### src/hw/board_pkg.sv
// shared widths, timing defaults and bus types for the fabric side of the board top, imported by every hw module
`default_nettype none

package board_pkg;

	// ====================================================================
	// host bus and register bank
	// ====================================================================
	localparam int addr_width  = 14;        // word address from the bridge
	localparam int bus_width   = 32;        // host data bus
	localparam int num_reg     = 6;         // writable bank, addr 0..5
	localparam int status_addr = 6;         // read only, first slot past the bank
	localparam int oe_width    = 34;        // 24 bits of reg 0 plus 10 of reg 1

	// board i/o counts
	localparam int num_keys = 2;            // push keys, active low on the pins
	localparam int sw_width = 4;            // slide switches

	// ====================================================================
	// timing defaults, all in fpga_clk_50 cycles
	// ====================================================================
	localparam int debounce_cycles_default = 50000;      // 1 ms at 50 mhz
	localparam int heartbeat_half_default  = 25000000;   // half a second per led phase

	// reset request stretch lengths
	// each hps reset input wants its own minimum width
	localparam int cold_pulse_len  = 6;
	localparam int warm_pulse_len  = 2;
	localparam int debug_pulse_len = 32;

	// ====================================================================
	// types
	// ====================================================================

	// host access, write and read never high together
	typedef struct packed {
		logic                  write;   // one cycle write strobe
		logic                  read;    // one cycle read strobe
		logic [addr_width-1:0] addr;    // word address
		logic [bus_width-1:0]  wdata;   // only looked at with write
	} host_req_t;

	// raw request levels, one per hps reset input
	typedef struct packed {
		logic cold;
		logic warm;
		logic debug;
	} reset_req_t;

	// stretched pulses towards the hps, low while asserted
	typedef struct packed {
		logic cold_n;
		logic warm_n;
		logic debug_n;
	} reset_pulse_t;

	// pulse stretcher states
	typedef enum logic [1:0] {
		idle     = 2'd0,    // armed, waiting for req
		stretch  = 2'd1,    // pulse_n held low
		wait_low = 2'd2     // req still high after the pulse
	} reset_fsm_state_t;

endpackage

`default_nettype wire

### src/hw/key_debounce.sv
// stability timer per push key, turns the raw active-low pins into clean pressed levels for the top
`default_nettype none

module key_debounce #(
	parameter int cycles = board_pkg::debounce_cycles_default   // stable cycles before a flip
) (
	input  logic                           fpga_clk_50,
	input  logic                           hps_fpga_reset_n,
	input  logic [board_pkg::num_keys-1:0] key,           // raw pins, low when pressed
	output logic [board_pkg::num_keys-1:0] key_pressed    // debounced, 1 when pressed
);
	import board_pkg::*;

	// counter just wide enough for the stability window
	localparam int                   cnt_width = $clog2(cycles + 1);
	localparam logic [cnt_width-1:0] cnt_last  = cnt_width'(cycles - 1);

	logic [num_keys-1:0]  raw_pressed;            // pin level flipped to pressed = 1
	logic [cnt_width-1:0] stable_cnt [num_keys];  // cycles the pin has disagreed with the output
	logic [num_keys-1:0]  differs;                // raw level vs current output
	logic [num_keys-1:0]  window_done;            // last cycle of the window

	assign raw_pressed = ~key;
	assign differs     = raw_pressed ^ key_pressed;

	// ====================================================================
	// per key compare
	// ====================================================================
	always_comb
	begin
		for (int k = 0; k < num_keys; k++)
		begin
			window_done[k] = differs[k] && (stable_cnt[k] == cnt_last);
		end
	end

	// ====================================================================
	// stability counters and output levels
	// ====================================================================
	// any bounce back to the old level clears the count,
	// so only an unbroken run of cycles can flip the output
	always_ff @(posedge fpga_clk_50 or negedge hps_fpga_reset_n)
	begin
		if (!hps_fpga_reset_n)
		begin
			for (int k = 0; k < num_keys; k++)
			begin
				stable_cnt[k] <= '0;
			end
			key_pressed <= '0;                      // nothing pressed out of reset
		end
		else
		begin
			for (int k = 0; k < num_keys; k++)
			begin
				if (!differs[k])
				begin
					stable_cnt[k] <= '0;            // levels agree, idle
				end
				else if (window_done[k])
				begin
					stable_cnt[k]  <= '0;
					key_pressed[k] <= raw_pressed[k];   // held long enough, take it
				end
				else
				begin
					stable_cnt[k] <= stable_cnt[k] + 1'b1;
				end
			end
		end
	end

endmodule

`default_nettype wire

### src/hw/reset_pulse_fsm.sv
// small fsm that stretches the rising edge of one reset request into a fixed-length active-low pulse
`default_nettype none

module reset_pulse_fsm #(
	parameter int pulse_len = board_pkg::cold_pulse_len   // low time in cycles
) (
	input  logic fpga_clk_50,
	input  logic hps_fpga_reset_n,
	input  logic req,        // request level, high = asserted
	output logic pulse_n     // stretched pulse, low while asserted
);
	import board_pkg::*;

	localparam int                   len_width = $clog2(pulse_len + 1);
	localparam logic [len_width-1:0] len_last  = len_width'(pulse_len - 1);

	reset_fsm_state_t     state_q;
	reset_fsm_state_t     state_d;
	logic [len_width-1:0] len_cnt;     // cycles spent in stretch
	logic                 len_done;    // last low cycle

	assign len_done = (len_cnt == len_last);

	// ====================================================================
	// next state
	// ====================================================================
	always_comb
	begin
		state_d = state_q;
		case (state_q)
			idle:
			begin
				if (req)
					state_d = stretch;       // pulse starts next cycle
			end
			stretch:
			begin
				// req is ignored until the pulse has run its length
				if (len_done)
					state_d = req ? wait_low : idle;
			end
			wait_low:
			begin
				if (!req)
					state_d = idle;          // re-armed only after a low sample
			end
			default:
			begin
				state_d = idle;              // unused encoding
			end
		endcase
	end

	always_ff @(posedge fpga_clk_50 or negedge hps_fpga_reset_n)
	begin
		if (!hps_fpga_reset_n)
			state_q <= idle;
		else
			state_q <= state_d;
	end

	// ====================================================================
	// length counter, runs in stretch only
	// ====================================================================
	always_ff @(posedge fpga_clk_50 or negedge hps_fpga_reset_n)
	begin
		if (!hps_fpga_reset_n)
		begin
			len_cnt <= '0;
		end
		else if ((state_q == stretch) && !len_done)
		begin
			len_cnt <= len_cnt + 1'b1;
		end
		else
		begin
			len_cnt <= '0;                   // parked at zero for the next entry
		end
	end

	// straight decode of the state register
	assign pulse_n = (state_q != stretch);

endmodule

`default_nettype wire

### src/hw/heartbeat_divider.sv
// blink divider for the heartbeat led, toggles once every half_period clock cycles
`default_nettype none

module heartbeat_divider #(
	parameter int half_period = board_pkg::heartbeat_half_default   // cycles per led phase
) (
	input  logic fpga_clk_50,
	input  logic hps_fpga_reset_n,
	output logic led            // heartbeat level
);

	localparam int                   div_width = $clog2(half_period + 1);
	localparam logic [div_width-1:0] div_last  = div_width'(half_period - 1);

	logic [div_width-1:0] div_cnt;    // cycles into the current phase

	// first toggle lands half_period cycles after reset lifts
	always_ff @(posedge fpga_clk_50 or negedge hps_fpga_reset_n)
	begin
		if (!hps_fpga_reset_n)
		begin
			div_cnt <= '0;
			led     <= 1'b0;
		end
		else if (div_cnt == div_last)
		begin
			div_cnt <= '0;           // wrap
			led     <= ~led;         // and flip
		end
		else
		begin
			div_cnt <= div_cnt + 1'b1;
		end
	end

endmodule

`default_nettype wire

### src/hw/gpio_oe_regs.sv
// host register bank with write decode, one-cycle read path, status word and the gpio output-enable word
`default_nettype none

module gpio_oe_regs (
	input  logic                            fpga_clk_50,
	input  logic                            hps_fpga_reset_n,
	input  board_pkg::host_req_t            host_req,      // strobes, address, write data
	input  logic [board_pkg::sw_width-1:0]  sw,            // slide switches
	input  logic [board_pkg::num_keys-1:0]  key_pressed,   // debounced keys
	input  logic                            led,           // heartbeat
	output logic [board_pkg::bus_width-1:0] rdata,
	output logic                            rdata_valid,   // one cycle after the read strobe
	output logic [board_pkg::oe_width-1:0]  gpio_oe
);
	import board_pkg::*;

	logic [bus_width-1:0] regs_q [num_reg];   // the bank
	logic [num_reg-1:0]   wr_sel;             // one hot write select
	logic [bus_width-1:0] status_word;
	logic [bus_width-1:0] rd_mux;

	// ====================================================================
	// write decode
	// ====================================================================
	// addresses at or above num_reg match nothing and fall away
	always_comb
	begin
		for (int r = 0; r < num_reg; r++)
		begin
			wr_sel[r] = host_req.write && (host_req.addr == addr_width'(r));
		end
	end

	always_ff @(posedge fpga_clk_50 or negedge hps_fpga_reset_n)
	begin
		if (!hps_fpga_reset_n)
		begin
			for (int r = 0; r < num_reg; r++)
			begin
				regs_q[r] <= '0;
			end
		end
		else
		begin
			for (int r = 0; r < num_reg; r++)
			begin
				if (wr_sel[r])
					regs_q[r] <= host_req.wdata;   // lands at the strobe edge
			end
		end
	end

	// ====================================================================
	// read path
	// ====================================================================
	// same packing as the old stm event vector, keys at the bottom
	assign status_word = {{(bus_width - sw_width - 1 - num_keys){1'b0}}, sw, led, key_pressed};

	always_comb
	begin
		rd_mux = '0;                               // unmapped reads give zero
		if (host_req.addr == addr_width'(status_addr))
			rd_mux = status_word;
		for (int r = 0; r < num_reg; r++)
		begin
			if (host_req.addr == addr_width'(r))
				rd_mux = regs_q[r];
		end
	end

	// data only loads on a read, valid marks it
	always_ff @(posedge fpga_clk_50)
	begin
		if (host_req.read)
			rdata <= rd_mux;
	end

	// valid strobe and oe word, oe trails the bank by one cycle
	always_ff @(posedge fpga_clk_50 or negedge hps_fpga_reset_n)
	begin
		if (!hps_fpga_reset_n)
		begin
			rdata_valid <= 1'b0;
			gpio_oe     <= '0;
		end
		else
		begin
			rdata_valid <= host_req.read;
			gpio_oe     <= {regs_q[1][9:0], regs_q[0][23:0]};   // 10 high bits over 24 low
		end
	end

endmodule

`default_nettype wire

### src/hw/de0_nano_gpio_top.sv
// fabric top of the board, ties keys, reset requests, heartbeat and the host register bank together
`default_nettype none

module de0_nano_gpio_top #(
	parameter int debounce_cycles = board_pkg::debounce_cycles_default,
	parameter int heartbeat_half  = board_pkg::heartbeat_half_default
) (
	input  logic                            fpga_clk_50,
	input  logic                            hps_fpga_reset_n,   // async, low = reset

	// board inputs
	input  logic [board_pkg::num_keys-1:0]  key,           // push keys, low when pressed
	input  logic [board_pkg::sw_width-1:0]  sw,
	input  board_pkg::reset_req_t           reset_req,     // cold, warm, debug levels

	// host side
	input  board_pkg::host_req_t            host_req,
	output logic [board_pkg::bus_width-1:0] rdata,
	output logic                            rdata_valid,

	// board outputs
	output logic [board_pkg::num_keys-1:0]  key_pressed,   // debounced keys
	output logic                            led,           // heartbeat
	output logic [board_pkg::oe_width-1:0]  gpio_oe,       // gpio output enables
	output board_pkg::reset_pulse_t         reset_pulse    // stretched, active low
);
	import board_pkg::*;

	// ====================================================================
	// keys and heartbeat
	// ====================================================================
	key_debounce #(
		.cycles (debounce_cycles)
	) u_key_debounce (
		.fpga_clk_50      (fpga_clk_50),
		.hps_fpga_reset_n (hps_fpga_reset_n),
		.key              (key),
		.key_pressed      (key_pressed)      // to the pins and the status word
	);

	heartbeat_divider #(
		.half_period (heartbeat_half)
	) u_heartbeat (
		.fpga_clk_50      (fpga_clk_50),
		.hps_fpga_reset_n (hps_fpga_reset_n),
		.led              (led)
	);

	// ====================================================================
	// reset request stretchers, one per hps input
	// ====================================================================
	reset_pulse_fsm #(
		.pulse_len (cold_pulse_len)
	) u_cold_pulse (
		.fpga_clk_50      (fpga_clk_50),
		.hps_fpga_reset_n (hps_fpga_reset_n),
		.req              (reset_req.cold),
		.pulse_n          (reset_pulse.cold_n)
	);

	reset_pulse_fsm #(
		.pulse_len (warm_pulse_len)
	) u_warm_pulse (
		.fpga_clk_50      (fpga_clk_50),
		.hps_fpga_reset_n (hps_fpga_reset_n),
		.req              (reset_req.warm),
		.pulse_n          (reset_pulse.warm_n)
	);

	reset_pulse_fsm #(
		.pulse_len (debug_pulse_len)     // longest, debug core is slow to catch it
	) u_debug_pulse (
		.fpga_clk_50      (fpga_clk_50),
		.hps_fpga_reset_n (hps_fpga_reset_n),
		.req              (reset_req.debug),
		.pulse_n          (reset_pulse.debug_n)
	);

	// host registers
	gpio_oe_regs u_gpio_oe_regs (
		.fpga_clk_50      (fpga_clk_50),
		.hps_fpga_reset_n (hps_fpga_reset_n),
		.host_req         (host_req),
		.sw               (sw),
		.key_pressed      (key_pressed),
		.led              (led),
		.rdata            (rdata),
		.rdata_valid      (rdata_valid),
		.gpio_oe          (gpio_oe)
	);

endmodule

`default_nettype wire

### config.mk
export PLATFORM = sky130hd
export DESIGN_NAME = de0_nano_gpio_top
export DESIGN_NICKNAME = d
export VERILOG_FILES = /design/src/hw/board_pkg.sv /design/src/hw/key_debounce.sv /design/src/hw/reset_pulse_fsm.sv /design/src/hw/heartbeat_divider.sv /design/src/hw/gpio_oe_regs.sv /design/src/hw/de0_nano_gpio_top.sv
export SDC_FILE = /design/constraint.sdc
export NUM_CORES = 1
export LEC_CHECK = 0
export BUFFER_PORTS_ARGS = -buffer_cell sky130_fd_sc_hd__buf_2
export CORE_MARGIN = 2
export CORE_UTILIZATION = 32
export DETAILED_ROUTE_END_ITERATION = 10
export PLACE_DENSITY_LB_ADDON = 0.2
export RECOVER_POWER = 25
export SLEW_MARGIN = 20
export SYNTH_ARGS = -nofsm -noshare
export SYNTH_HDL_FRONTEND = slang
export SYNTH_SLANG_ARGS = --single-unit
### constraint.sdc
create_clock -name fpga_clk_50 -period 3.7 [get_ports fpga_clk_50]
set_clock_uncertainty 0.2 [all_clocks]
set_input_delay 0.185 -clock fpga_clk_50 [delete_from_list [all_inputs] [get_ports fpga_clk_50]]
set_output_delay 0.185 -clock fpga_clk_50 [all_outputs]
set_load 0.02 [all_outputs]
==> run_results.csv <==
group,metric,value,unit
setup_path,reg2reg_from,"u_heartbeat.div_cnt[2]",
synth,yosysTopAreaCell,"dfrtp_1",
sta,max_freq,379,MHz
die,die_y,217,µm
die,std_cell_rows,78,
sta,final_max_slew_viol_count,95,
synth,synth.area.top_cells,"dfrtp_1 (52%), mux2_2 (9.2%), edfxtp_1 (6.6%), mux2_1 (3.3%), mux2_4 (3.1%)",
sta,period_needed,2.64,ns
setup_path,crit_fanout,11,
outcome,status,"finished, violations left",
synth,synth_nets,1178,
power_and_ir_drop,p_per_area,464,nW/µm²
die,core,45100,µm²
synth,yosysMostFrequentCell,"dfrtp_1",
cells_and_area,drive_gt1_share,29.4,%
drt,drt_iter0_markers,553,
die,dieArea,47200,µm²
run,drv_cap,2,
drt,drt_first_pass_iters,5,
die,start_util,32.3,%
setup_path,crit_path_top_delay_cell,"or4_1",
die,die_w,217,µm
setup_path,r2r_end,"u_heartbeat.div_cnt[19]",
sta,rsz0062_at_grt,"no",
setup_path,max_stage_delay,0.69,ns
synth,ys_ff_latch,336,
clock_tree,clk_latency,0.54,ns
cells_and_area,finalInstanceArea,17600,µm²
clock_tree,cts_buffer_depth,3,
placement,dp_hpwl,22.3,mm
sta,setup_viol_count_final,0,
synth,synthTopCellsByCount,"dfrtp_1 (304), mux2_2 (119), nor2_1 (102), a21oi_1 (60), mux2_1 (43)",
cells_and_area,area_growth,21.0,%
placement,io_buffers,131,
placement,place.gp.congestion,0.779,
clock_tree,path_clk_slew,0.07,ns
drt,post_drt_via_cell_ratio,4.87,
global_routing,grt_pass1_wl,57.0,mm
global_routing,grt_pass1_vias,9790,
placement,placed_cell_area,15900,µm²
sta,finalHoldViolations,0,
setup_path,critPathBufInv,3,
synth,synth_area,14500,µm²
clock_tree,cts_tree,"yes",
global_routing,grt_usage,15.6,%
synth,yosysTopAreaCellShare,52.3,%
setup_path,cp_top_family,"simple AND/OR/NAND/NOR gates",
global_routing,grt_max_degree,103,
synth,synth-edff-count,32,
synth,async_flop_share,90.5,%
setup_path,crit_type,"input pin to flip-flop",
clock_tree,cts_resized,0,
power_and_ir_drop,ir_drop,0.278,mV
synth,synth_area_per_cell,13.1,µm²
setup_path,rr_worst_depth,5,
cells_and_area,final_util,39.0,%
setup_path,end_kind,"flip-flop",
drt,wl_per_cell,18.7,µm
power_and_ir_drop,p_total,8.17,mW
min_path,hold_class,"input pin to asynchronous set/reset pin",
synth,synthCells,1112,
global_routing,grt.overflow.total,0,
synth,yosysWarnings,0,
setup_path,crit_chain,"buf_2 > or4_1 > buf_4 > nor4_2 > nand3_2 > mux2_1 > dlygate4sd3_1",
setup_path,cp_data_arrival_time,2.87,ns
sta,whs,0.0872,ns
global_routing,grt_antenna_before_repair,1,
synth,ys_seq_area_share,58.9,%
cells_and_area,fin_nets,1357,
sta,max_slew.worst_pin.slew,2.55,ns
sta,fin_tns_setup,0,ns
clock_tree,clock_sinks,336,
drt,postRouteAntennaNets,0,
clock_tree,cts_buffers,39,
drt,routed_wl,35.9,mm
die,num_io_pins,132,
sta,post-route-period-util,71.4,%
drt,drc,0,
setup_path,startpoint_type,"input pin",
drt,vias,9352,
synth,ys_types,58,
clock_tree,root_buffer,"clkbuf_16",
sta,slew_headroom,-70.3,%
synth,ys.flop_type,"dfrtp_1",
clock_tree,cts_htree_levels,2,
setup_path,r2r_slack,1.42,ns
outcome,violations,"capacitance limit, slew limit",
power_and_ir_drop,leakage,8.26,nW
setup_path,worst_ep_required_time,3.93,ns
-- sequential cells by signal, indices dropped and copies added (netlist names), 2 cells and up --
| register | cells |
|---|---|
| u_gpio_oe_regs.regs_q | 192 |
| u_gpio_oe_regs.gpio_oe | 34 |
| u_gpio_oe_regs.rdata | 32 |
| u_key_debounce.stable_cnt | 32 |
| u_heartbeat.div_cnt | 25 |
| u_debug_pulse.len_cnt | 6 |
| u_cold_pulse.len_cnt | 3 |
| u_cold_pulse.state_q | 2 |
| u_debug_pulse.state_q | 2 |
| u_key_debounce.key_pressed | 2 |
| u_warm_pulse.len_cnt | 2 |
| u_warm_pulse.state_q | 2 |
-- cell families (layout without fill, tap and decap cells) --
group	count (synthesis)	in the layout	synth area share, %
AO/OA/AOI/OAI	142	142	6.75
XOR/XNOR	54	54	3.25
adder cells (fa/ha/maj)	7	7	0.602
buffers and inverters	76	284	2.65
flip-flops	336	336	58.9
multiplexers	223	223	17.8
other	0	1	0
AND/OR/NAND/NOR	274	274	10.1
-- worst max-delay path by stage --
stage,cells after the start,slack (ns),to,from
after floorplan,8,1.23,u_gpio_oe_regs.regs_q[161],host_req[37]
after global placement,7,0.68,u_gpio_oe_regs.regs_q[191],host_req[41]
after detailed placement,7,0.63,u_gpio_oe_regs.regs_q[191],host_req[41]
after CTS,7,1.09,u_gpio_oe_regs.regs_q[2],host_req[37]
after global routing,3,0.79,u_gpio_oe_regs.gpio_oe[13],hps_fpga_reset_n
final,7,1.06,u_gpio_oe_regs.regs_q[2],host_req[37]
-- where the power goes --
| group | internal [mW] | switching [mW] |
|---|---|---|
| logic | 0.209 | 0.348 |
| clock network | 2.18 | 1.54 |
| registers | 3.83 | 0.0689 |
-- through the flow --
step / setup WS [ns] / cells
after floorplan: 1.23 / 1112
after global placement: 0.683 / 1806
after CTS: 1.09 / 1920
final: 1.06 / 1921
after detailed placement: 0.627 / 1806
after global routing: 0.786 / 1921
-- routing by layer --
| metal | up-vias | wire length (µm) | global-route usage [%] |
|---|---|---|---|
| met4 | 0 | 1000 | 4.95 |
| met1 | 4706 | 16700 | 21.2 |
| li1 | 4398 | - | - |
| met3 | 66 | 1490 | 3.33 |
| met5 | - | 0 | 0 |
| met2 | 182 | 16800 | 24.7 |
-- placed cells by master (no fill, tap or decap), types with 5 or more instances in the layout --
master | synthesis | final
inv_1 | 13 | 13
o2bb2ai_1 | 16 | 16
xor2_1 | 21 | 21
mux2_1 | 43 | 43
a222oi_1 | 5 | 5
nor2b_1 | 18 | 18
edfxtp_1 | 32 | 32
mux2i_1 | 31 | 31
a22oi_1 | 9 | 9
or2_2 | 5 | 5
a21oi_1 | 60 | 60
clkbuf_16 | 0 | 39
clkbuf_8 | 0 | 5
ha_1 | 7 | 7
and3_1 | 6 | 6
nor3_1 | 25 | 25
nor4b_1 | 5 | 5
o22ai_1 | 6 | 6
a221o_1 | 7 | 7
clkinv_2 | 0 | 10
buf_2 | 17 | 128
a211oi_1 | 5 | 5
dlygate4sd3_1 | 0 | 44
or4_1 | 5 | 5
nand2_1 | 21 | 19
mux2_4 | 30 | 30
dfrtp_1 | 304 | 304
nand2b_1 | 11 | 11
a221oi_1 | 18 | 18
nor2_1 | 102 | 102
mux2_2 | 119 | 119
clkbuf_1 | 30 | 7
nand3_1 | 25 | 24
buf_4 | 4 | 20
xnor2_1 | 33 | 33
buf_12 | 3 | 6
nand4_1 | 16 | 16
nor4_1 | 10 | 10
-- timing repair --
action	4_1_cts	5_1_grt
hold buffers	44	0
hold endpoints to repair	302	0
buffers inserted	0	0
-- area by class of cell --
type                       count  area (µm²)
clock buffer                  50        1070
sequential                   336        8570
fill                        4371       27500
timing repair buffer         201        1380
tap                          600         751
inverter                      13        48.8
multi-input combinational    700        5630
clock inverter                20         161
antenna                        1        2.50
Power figures use the tool's default switching activity.
